<file path="config.mk">
export PLATFORM = sky130hd
export DESIGN_NAME = exu_top
export DESIGN_NICKNAME = d
export VERILOG_FILES = /design/src/verilog/exu_pkg.sv /design/src/verilog/alu_lane.sv /design/src/verilog/exu_top.sv /design/src/verilog/op_decode.sv /design/src/verilog/operand_fwd.sv /design/src/verilog/result_bus.sv
export VERILOG_INCLUDE_DIRS = /design/src /design/src/verilog
export SDC_FILE = /design/constraint.sdc
export NUM_CORES = 2
export LEC_CHECK = 0
export ABC_AREA = 1
export BUFFER_PORTS_ARGS = -buffer_cell sky130_fd_sc_hd__buf_2
export CORE_UTILIZATION = 35
export DETAILED_ROUTE_END_ITERATION = 10
export SYNTH_ARGS = -nofsm -noshare
export SYNTH_HDL_FRONTEND = slang
export SYNTH_HIERARCHICAL = 1
export SYNTH_SLANG_ARGS = --single-unit
export TNS_END_PERCENT = 1
</file>
<file path="constraint.sdc">
create_clock -name clk -period 3.9 [get_ports clk]
set_input_delay 0.195 -clock clk [delete_from_list [all_inputs] [get_ports clk]]
set_output_delay 0.195 -clock clk [all_outputs]
set_load 0.05 [all_outputs]
</file>
<file path="src/verilog/exu_defines.svh">
// ~~~~~~~~~~~~~~~~~~~~
// Widths and counts for the integer execution cluster
// ~~~~~~~~~~~~~~~~~~~~

`ifndef EXU_DEFINES_SVH
`define EXU_DEFINES_SVH

// Operand and result width
`define EXU_DATA_W 64
// Width of the 32-bit forms
`define EXU_HALF_W 32

// Destination tag
`define EXU_TAG_W 6

// Lanes, one result bus each
`define EXU_LANES 2
`define EXU_LANE_IDX_W 1

`endif

</file>
<file path="src/verilog/exu_pkg.sv">
// ~~~~~~~~~~~~~~~~~~~~
// Opcode, source select and lane enums, issue/control/result structs
// ~~~~~~~~~~~~~~~~~~~~

`include "exu_defines.svh"

package exu_pkg;

  typedef enum logic [3:0] {
    op_add = 4'd0,
    op_sub = 4'd1,
    op_and = 4'd2,
    op_or  = 4'd3,
    op_xor = 4'd4,
    op_cmp = 4'd5,
    op_shl = 4'd6,
    op_shr = 4'd7,
    op_sar = 4'd8
  } alu_op_e;

  // Operand source, age is relative to the sampling edge
  typedef enum logic [1:0] {
    from_port     = 2'd0,
    from_bus_now  = 2'd1,
    from_bus_prev = 2'd2
  } fwd_sel_e;

  // Adder path when none
  typedef enum logic [1:0] {
    lsel_none = 2'd0,
    lsel_and  = 2'd1,
    lsel_or   = 2'd2,
    lsel_xor  = 2'd3
  } logic_sel_e;

  // ~~~~~~~~~~~~~~~~~~~~
  // Issue side

  typedef struct packed {
    logic                        valid;
    alu_op_e                     op;
    logic                        w32;
    logic [`EXU_DATA_W-1:0]      a;
    logic [`EXU_DATA_W-1:0]      b;
    fwd_sel_e                    a_sel;
    logic [`EXU_LANE_IDX_W-1:0]  a_bus;
    fwd_sel_e                    b_sel;
    logic [`EXU_LANE_IDX_W-1:0]  b_bus;
    logic [`EXU_TAG_W-1:0]       tag;
  } issue_t;

  typedef struct packed {
    logic                  valid;
    logic                  sub;
    logic_sel_e            logic_sel;
    logic                  is_shift;
    logic                  shift_right;
    logic                  shift_arith;
    logic                  w32;
    logic                  writes;
    logic                  illegal;
    logic [`EXU_TAG_W-1:0] tag;
  } alu_ctrl_t;

  // ~~~~~~~~~~~~~~~~~~~~
  // Result side

  typedef struct packed {
    logic zero;
    logic carry;
    logic sign;
    logic overflow;
    logic illegal;
  } alu_flags_t;

  typedef struct packed {
    logic                   valid;
    logic                   writes;
    logic [`EXU_DATA_W-1:0] data;
    alu_flags_t             flags;
    logic [`EXU_TAG_W-1:0]  tag;
  } lane_result_t;

  typedef lane_result_t [`EXU_LANES-1:0] result_bus_t;

endpackage

</file>
<file path="src/verilog/alu_lane.sv">
// ~~~~~~~~~~~~~~~~~~~~
// Adder, logic unit, optional shifter and flags for one lane
// ~~~~~~~~~~~~~~~~~~~~

`timescale 1ns/1ps

`include "exu_defines.svh"

module alu_lane #(
  parameter int HAS_SHIFT = 1
) (
  input  exu_pkg::alu_ctrl_t     ctrl,
  input  logic [`EXU_DATA_W-1:0] a,
  input  logic [`EXU_DATA_W-1:0] b,
  output exu_pkg::lane_result_t  result
);

  localparam int W    = `EXU_DATA_W;
  localparam int H    = `EXU_HALF_W;
  localparam int SH_W = $clog2(W);

  logic [W-1:0] b_eff;
  logic [W:0]   sum_full;
  logic [H:0]   sum_half;
  logic [W-1:0] add_res;
  logic         add_cout;
  logic         add_ovf;
  logic [W-1:0] logic_res;
  logic [W-1:0] shift_res;
  logic [W-1:0] res;
  logic         is_arith;

  // ~~~~~~~~~~~~~~~~~~~~
  // Adder, B inverted with carry in for sub and cmp
  assign b_eff    = ctrl.sub ? ~b : b;
  assign sum_full = {1'b0, a} + {1'b0, b_eff} + {{W{1'b0}}, ctrl.sub};
  assign sum_half = {1'b0, a[H-1:0]} + {1'b0, b_eff[H-1:0]} + {{H{1'b0}}, ctrl.sub};

  always_comb begin
    if (ctrl.w32) begin
      add_res  = {{(W-H){1'b0}}, sum_half[H-1:0]};
      add_cout = sum_half[H];
      add_ovf  = (a[H-1] == b_eff[H-1]) && (sum_half[H-1] != a[H-1]);
    end else begin
      add_res  = sum_full[W-1:0];
      add_cout = sum_full[W];
      add_ovf  = (a[W-1] == b_eff[W-1]) && (sum_full[W-1] != a[W-1]);
    end
  end

  always_comb begin
    case (ctrl.logic_sel)
      exu_pkg::lsel_and: logic_res = a & b;
      exu_pkg::lsel_or:  logic_res = a | b;
      exu_pkg::lsel_xor: logic_res = a ^ b;
      default:           logic_res = '0;
    endcase
  end

  // ~~~~~~~~~~~~~~~~~~~~
  // Barrel shifter, amount is b modulo the width
  if (HAS_SHIFT != 0) begin : g_shift
    logic [SH_W-1:0] amt;
    logic [W-1:0]    sh_in;
    logic [2*W-1:0]  wide;
    logic            fill;

    assign fill  = ctrl.shift_arith & (ctrl.w32 ? a[H-1] : a[W-1]);
    assign amt   = ctrl.w32 ? {1'b0, b[SH_W-2:0]} : b[SH_W-1:0];
    // 32-bit form extends the low half so a full-width shift works
    assign sh_in = ctrl.w32 ? {{(W-H){fill}}, a[H-1:0]} : a;
    assign wide  = {{W{fill}}, sh_in} >> amt;

    always_comb begin
      if (ctrl.shift_right) begin
        shift_res = wide[W-1:0];
      end else begin
        shift_res = sh_in << amt;
      end
    end
  end else begin : g_no_shift
    assign shift_res = '0;
  end

  assign is_arith = !ctrl.is_shift && (ctrl.logic_sel == exu_pkg::lsel_none);

  always_comb begin
    if (ctrl.is_shift) begin
      res = shift_res;
    end else if (!is_arith) begin
      res = logic_res;
    end else begin
      res = add_res;
    end
    if (ctrl.w32) begin
      res[W-1:H] = '0;
    end
  end

  // Idle cycles put an all-zero result on the bus
  always_comb begin
    result       = '0;
    result.valid = ctrl.valid;
    if (ctrl.valid) begin
      result.tag = ctrl.tag;
      if (ctrl.illegal) begin
        result.flags.illegal = 1'b1;
      end else begin
        result.writes         = ctrl.writes;
        result.data           = res;
        result.flags.zero     = (res == '0);
        result.flags.sign     = ctrl.w32 ? res[H-1] : res[W-1];
        // Borrow is the inverted carry out of a + ~b + 1
        result.flags.carry    = is_arith & (add_cout ^ ctrl.sub);
        result.flags.overflow = is_arith & add_ovf;
      end
    end
  end

endmodule

</file>
<file path="src/verilog/exu_top.sv">
// ~~~~~~~~~~~~~~~~~~~~
// Two ALU lanes sharing their result buses for forwarding
// ~~~~~~~~~~~~~~~~~~~~

`timescale 1ns/1ps

`include "exu_defines.svh"

module exu_top (
  input  logic                                 clk,
  input  logic                                 arst_n,
  input  exu_pkg::issue_t [`EXU_LANES-1:0]     issue,
  output exu_pkg::result_bus_t                 result
);

  exu_pkg::result_bus_t                     bus_now;
  exu_pkg::result_bus_t                     bus_prev;
  exu_pkg::alu_ctrl_t [`EXU_LANES-1:0]      ctrl;
  exu_pkg::lane_result_t [`EXU_LANES-1:0]   lane_out;
  logic [`EXU_LANES-1:0][`EXU_DATA_W-1:0]   opa;
  logic [`EXU_LANES-1:0][`EXU_DATA_W-1:0]   opb;

  // Lane 0 has no shifter
  for (genvar l = 0; l < `EXU_LANES; l++) begin : g_lane
    operand_fwd a_fwd_i (
      .clk(clk), .arst_n(arst_n), .en(issue[l].valid),
      .port_data(issue[l].a), .sel(issue[l].a_sel), .bus_idx(issue[l].a_bus),
      .bus_now(bus_now), .bus_prev(bus_prev), .operand(opa[l])
    );

    operand_fwd b_fwd_i (
      .clk(clk), .arst_n(arst_n), .en(issue[l].valid),
      .port_data(issue[l].b), .sel(issue[l].b_sel), .bus_idx(issue[l].b_bus),
      .bus_now(bus_now), .bus_prev(bus_prev), .operand(opb[l])
    );

    op_decode #(.HAS_SHIFT((l == 0) ? 0 : 1)) dec_i (
      .clk(clk), .arst_n(arst_n), .issue(issue[l]), .ctrl(ctrl[l])
    );

    alu_lane #(.HAS_SHIFT((l == 0) ? 0 : 1)) alu_i (
      .ctrl(ctrl[l]), .a(opa[l]), .b(opb[l]), .result(lane_out[l])
    );

    result_bus bus_i (
      .clk(clk), .arst_n(arst_n), .lane_in(lane_out[l]),
      .bus_now(bus_now[l]), .bus_prev(bus_prev[l])
    );
  end

  assign result = bus_now;

endmodule

</file>
<file path="src/verilog/op_decode.sv">
// ~~~~~~~~~~~~~~~~~~~~
// Opcode decode into registered ALU controls
// ~~~~~~~~~~~~~~~~~~~~

`timescale 1ns/1ps

module op_decode #(
  parameter int HAS_SHIFT = 1
) (
  input  logic               clk,
  input  logic               arst_n,
  input  exu_pkg::issue_t    issue,
  output exu_pkg::alu_ctrl_t ctrl
);

  exu_pkg::alu_ctrl_t dec;

  always_comb begin
    dec           = '0;
    dec.valid     = issue.valid;
    dec.w32       = issue.w32;
    dec.tag       = issue.tag;
    dec.writes    = 1'b1;
    dec.logic_sel = exu_pkg::lsel_none;
    case (issue.op)
      exu_pkg::op_add: dec.sub = 1'b0;
      exu_pkg::op_sub: dec.sub = 1'b1;
      // Flags only, no register write
      exu_pkg::op_cmp: begin
        dec.sub    = 1'b1;
        dec.writes = 1'b0;
      end
      exu_pkg::op_and: dec.logic_sel = exu_pkg::lsel_and;
      exu_pkg::op_or:  dec.logic_sel = exu_pkg::lsel_or;
      exu_pkg::op_xor: dec.logic_sel = exu_pkg::lsel_xor;
      exu_pkg::op_shl: dec.is_shift = 1'b1;
      exu_pkg::op_shr: begin
        dec.is_shift    = 1'b1;
        dec.shift_right = 1'b1;
      end
      exu_pkg::op_sar: begin
        dec.is_shift    = 1'b1;
        dec.shift_right = 1'b1;
        dec.shift_arith = 1'b1;
      end
      default: dec.illegal = 1'b1;
    endcase

    // No barrel shifter on this lane
    if (dec.is_shift && HAS_SHIFT == 0) begin
      dec.illegal = 1'b1;
    end
    if (dec.illegal) begin
      dec.writes = 1'b0;
    end
  end

  always_ff @(posedge clk or negedge arst_n) begin
    if (!arst_n) begin
      ctrl <= '0;
    end else begin
      ctrl <= dec;
    end
  end

endmodule

</file>
<file path="src/verilog/operand_fwd.sv">
// ~~~~~~~~~~~~~~~~~~~~
// Source operand pick from issue port or result bus, current or older age
// ~~~~~~~~~~~~~~~~~~~~

`timescale 1ns/1ps

`include "exu_defines.svh"

module operand_fwd (
  input  logic                       clk,
  input  logic                       arst_n,
  input  logic                       en,
  input  logic [`EXU_DATA_W-1:0]     port_data,
  input  exu_pkg::fwd_sel_e          sel,
  input  logic [`EXU_LANE_IDX_W-1:0] bus_idx,
  input  exu_pkg::result_bus_t       bus_now,
  input  exu_pkg::result_bus_t       bus_prev,
  output logic [`EXU_DATA_W-1:0]     operand
);

  logic [`EXU_DATA_W-1:0] picked;

  // Bus data is taken whether or not the bus was valid
  always_comb begin
    case (sel)
      exu_pkg::from_bus_now:  picked = bus_now[bus_idx].data;
      exu_pkg::from_bus_prev: picked = bus_prev[bus_idx].data;
      default:                picked = port_data;
    endcase
  end

  always_ff @(posedge clk) begin
    if (en) begin
      operand <= picked;
    end
  end

  // Issue logic must never send an unknown source code
  a_sel_known: assert property (
    @(posedge clk) disable iff (!arst_n)
    en |-> sel inside {exu_pkg::from_port, exu_pkg::from_bus_now, exu_pkg::from_bus_prev}
  );

endmodule

</file>
<file path="src/verilog/result_bus.sv">
// ~~~~~~~~~~~~~~~~~~~~
// Lane result register and its one-cycle-older copy
// ~~~~~~~~~~~~~~~~~~~~

`timescale 1ns/1ps

module result_bus (
  input  logic                  clk,
  input  logic                  arst_n,
  input  exu_pkg::lane_result_t lane_in,
  output exu_pkg::lane_result_t bus_now,
  output exu_pkg::lane_result_t bus_prev
);

  // bus_prev feeds the older forwarding age
  always_ff @(posedge clk or negedge arst_n) begin
    if (!arst_n) begin
      bus_now  <= '0;
      bus_prev <= '0;
    end else begin
      bus_now  <= lane_in;
      bus_prev <= bus_now;
    end
  end

  // Write enable comes from decode and must ride with a valid result
  writes_needs_valid: assert property (
    @(posedge clk) disable iff (!arst_n)
    bus_now.writes |-> bus_now.valid
  );

  held_in_reset: assert property (
    @(posedge clk)
    !arst_n |-> (bus_now == '0 && bus_prev == '0)
  );

endmodule

</file>
Word level (Yosys, flattened, before mapping)

Index checks and enable logic that the tools add are counted.

Flip-flop bits (word level): 590
Latch bits: 0
RAM bits: 0
Bits in read-only memories: 0
Input bits: 294
Output and inout bits: 154
Memories: 0

$add $sub $neg: 8
Multipliers: 0
Div/mod/pow operators: 0
$lt $le $gt $ge: 4
Eq/ne operators: 38
Shift operators: 2
Multiplexer cells: 63
Bitwise gates (word level): 15
Reductions and logical operators: 21

Operators by type and width:

| operator             | number |
|---|---|
| $mux W75             | 16 |
| $mux W64             | 10 |
| $pmux W64 S2         | 4 |
| $pmux W64 S3         | 2 |
| $mux W76             | 2 |
| $mux W69             | 2 |
| $add A64 B64 Y65     | 2 |
| $add A65 B1 Y65      | 2 |
| $and A64 B64 Y64     | 2 |
| $logic_not A64 Y1    | 2 |
| $not A64 Y64         | 2 |
| $or A64 B64 Y64      | 2 |
| $shr A128 B6 Y64     | 1 |
| $xor A64 B64 Y64     | 2 |
| $add A32 B32 Y33     | 2 |
| $add A33 B1 Y33      | 2 |
| $mux W32             | 2 |
| $shl A64 B6 Y64      | 1 |
| $eq A4 B3 Y1 const B | 8 |
| $mux W1              | 22 |
| $reduce_or A9 Y1     | 2 |
| $eq A2 B2 Y1 const B | 8 |
| $eq A4 B2 Y1 const B | 4 |
| $eq A2 B1 Y1 const B | 6 |
| 15 further kinds     | 43 |

Depth between registers and ports, before layout

Depth after elaboration: 11
Gate-level depth with buffers: 29
Depth with buffers taken out: 27

Hierarchy

Netlist, hierarchy kept.

By module, submodules not included:

| module                       | times used | cells an instance | area an instance (µm²) | seq. area each (µm²) |
|---|---|---|---|---|
| operand_fwd                  | 4          | 1021              | 5784.3                 | 1921.8 |
| alu_lane at g_lane[1].alu_i  | 1          | 3785              | 18891.9                | 0.0 |
| alu_lane at g_lane[0].alu_i  | 1          | 2162              | 11456.0                | 0.0 |
| result_bus                   | 2          | 154               | 3853.7                 | 3853.7 |
| op_decode at g_lane[1].dec_i | 1          | 38                | 511.7                  | 400.4 |
| op_decode at g_lane[0].dec_i | 1          | 44                | 506.7                  | 400.4 |

Worst setup path after synthesis

Ideal clock, no wire load.

Path kind: register to register
Start: register g_lane[1].b_fwd_i.operand[4]
End: register, netlist name g_lane[1].bus_i/bus_now[10]
Arrival: 3271 ps
Data required time: 3829 ps
Setup slack: 558 ps
Stages on the path, launching flop included: 27
Clock period less this slack: 3342 ps
Path through: edfxtp_1 clkbuf_1 clkbuf_1 buf_1 xor2_1 ha_1 a21oi_1 o21ai_0 inv_1 nand2_1 nand2_1 nand2_1 nand2_1 nand2_1 nand2_1 nand2_1 nand2_1 nand3_1 nand2_1 nand2_1 nand2_1 nand2_1 nor2_1 nand2_1 nor2_1 nand2_1 nor2_1

RTL lines:

| item                   | line              | RTL |
|---|---|---|
| from (decl)            | operand_fwd.sv:18 | `` output logic [`EXU_DATA_W-1:0] operand `` |
| from (signal assigned) | operand_fwd.sv:34 | `operand <= picked;` |

==> results_dict.tcl <==
set metrics [dict create \
    cp.required_ps 4480 \
    wl_per_cell_um 26.1 \
    nets 12500 \
    maxSlewViolCount 0 \
    grt_start_max_net_pins 129 \
    vias_per_cell 5.38 \
    synth_cells 10400 \
    power_mw 29.0 \
    place_ws_ps -692 \
    num_vias 76300 \
    clockBufferDepth 3 \
    regArea_mm2 0.0155 \
    core-area_mm2 0.174 \
    clk_pin_slew_ps 60 \
    antenna_found_initial 20 \
    fmax_mhz 255 \
    grt_pass1_wl_mm 514 \
    start_kind "flop" \
    die_area_mm2 0.177 \
    p_leak_nw 42.7 \
    finalWeightedCongestion 1.08 \
    insertion_delay_ps 720 \
    area_growth_pct 28.4 \
    drtAntennaViolNets 0 \
    dp.cells 13700 \
    critPathArrivalTime_ps 4510 \
    r2r_cells 18 \
    tns_ps -23.8 \
    max_slew_margin 0.233 \
    power_density_mw_per_mm2 367 \
    die_h_um 421 \
    grt_usage 0.401 \
    layout-drive-gt1-share 0.164 \
    setup_slack_ps -23.8 \
    period_share 1.01 \
    dp.final_hpwl_mm 296 \
    max_cap_violations 0 \
    synth_area_per_cell_um2 5.92 \
    cp_max_fo 21 \
    ir_drop_uv 384 \
    syn_area_mm2 0.0615 \
    status "complete, but fails checks" \
    firstDrtPassIters 11 \
    clock-root-buffer "clkbuf_16" \
    min_period_ps 3920 \
    num_rows 153 \
    cts_tree "built" \
    port_buffers 447 \
    min_path_cells 1 \
    hold_viol 0 \
    die_w_um 421 \
    multi_input_area_mm2 0.0371 \
    tightestPinTransition_ps 1150 \
    rsz0062_at_grt "yes" \
    h-tree-depth 3 \
    hp-class "in -> reg" \
    synth_nets 11100 \
    stdcell_count 14200 \
    drcViolationCount 0 \
    ys_warn_count 6 \
    grt_pass1_vias 72200 \
    numClockSinks 568 \
    critical_path_class "reg -> reg" \
    fillerInstances 18600 \
    cts_made_buffers 73 \
    setup_viol 1 \
    drt_iter0_drc 9471 \
    end_kind "flop" \
    grt_overflow 0 \
    violations "negative setup slack" \
    initial_core_util 0.353 \
    ioPinCount 448 \
    final.setup_skew_ps 46.6 \
    routed_wl_mm 370 \
]
[flip-flops by register name, summed over array words and instances (netlist names)]
signal	cells
g_lane.bus_i/bus_now	154
g_lane.a_fwd_i/operand	128
g_lane.b_fwd_i/operand	128
g_lane.bus_i/bus_prev	128
g_lane.dec_i/ctrl	30
[layout make-up]
class / instances / area share
Multi-Input combinational cell: 7455 / 0.470
Sequential cell: 568 / 0.196
Timing Repair Buffer: 1821 / 0.177
Inverter: 1870 / 0.0892
Tap cell: 2325 / 0.0368
Clock buffer: 97 / 0.0264
Clock inverter: 39 / 0.00442
Antenna cell: 10 / 0.000317
[critical path, stage by stage (launching register included)]
cell and delay, ps:
dfrtp_4 510, buf_12 180, buf_4 180, xor2_1 160
ha_1 380, nand2_1 130, nor2_1 210, nand2_1 160
nor2_1 390, nand2_1 310, nand4_1 150, nand3_1 100
a21oi_1 320, o21ai_1 140, nand3_1 130, nor2_1 50
buf_4 140, nand3_1 70, nor2_1 50
[report_power, final]
part	switching, mW	internal (mW)
Combinational	9.19	4.94
Sequential	0.951	6.83
Clock	3.14	3.95
[per-stage QoR]
stage                     area [um^2]  hold WS [ps]  utilization
after floorplan                 61500          -101            -
after global placement          73100           240        0.420
after detailed placement        73100           241        0.420
after CTS                       78600          11.6        0.451
after global routing            78900          28.3        0.453
final                           79000          36.4        0.453
[placed cells by master, fill, tap and decap left out, types with 59 or more instances in the layout]
cell type      instances
nor2_1               597
o211ai_1              70
nand3_1             1491
inv_1               1824
o21ai_0              199
nand2_2               61
ha_1                 406
o21ai_1               98
clkbuf_16             77
nand2_1             3694
xor2_1               129
dfrtp_1              309
a221oi_1              59
dlygate4sd3_1        274
edfxtp_1             256
a21oi_1              289
buf_2                440
buf_4               1051
[timing repair]
action,CTS,global route
endpoints found under the setup margin,6,10
hold endpoints to repair,335,0
setup buffers,8,11
pin swaps,7,16
hold buffers,274,0
resized for setup,75,91
[path summary, 6_finish.rpt]
check	from	end	slack, ps
max reg2reg	g_lane[1].dec_i/ctrl[14]$_DFF_PN0_	g_lane[1].bus_i/bus_now[10]$_DFF_PN0_	-20
max	g_lane[1].dec_i/ctrl[14]$_DFF_PN0_	g_lane[1].bus_i/bus_now[10]$_DFF_PN0_	-20
max in group asynchronous	arst_n	g_lane[0].bus_i/bus_now[44]$_DFF_PN0_	2620
min reg2reg	g_lane[0].dec_i/ctrl[5]$_DFF_PN0_	g_lane[0].bus_i/bus_now[5]$_DFF_PN0_	430
min	issue[145]	g_lane[0].b_fwd_i/operand[43]$_DFFE_PP_	40
min in group asynchronous	arst_n	g_lane[0].bus_i/bus_prev[12]$_DFF_PN0_	50
[per-layer routing]
metal / part of all wire / global-route usage / vias to the layer above / routed length, um
met2: 0.44 / 0.638 / 4142 / 164000
li1: - / - / 35200 / -
met4: 0.090 / 0.301 / 12 / 33400
met1: 0.38 / 0.477 / 35800 / 139000
met5: 0.00020 / 0 / - / 73
met3: 0.090 / 0.0818 / 1138 / 33400
Note: power is estimated with default switching activity, not from simulation.
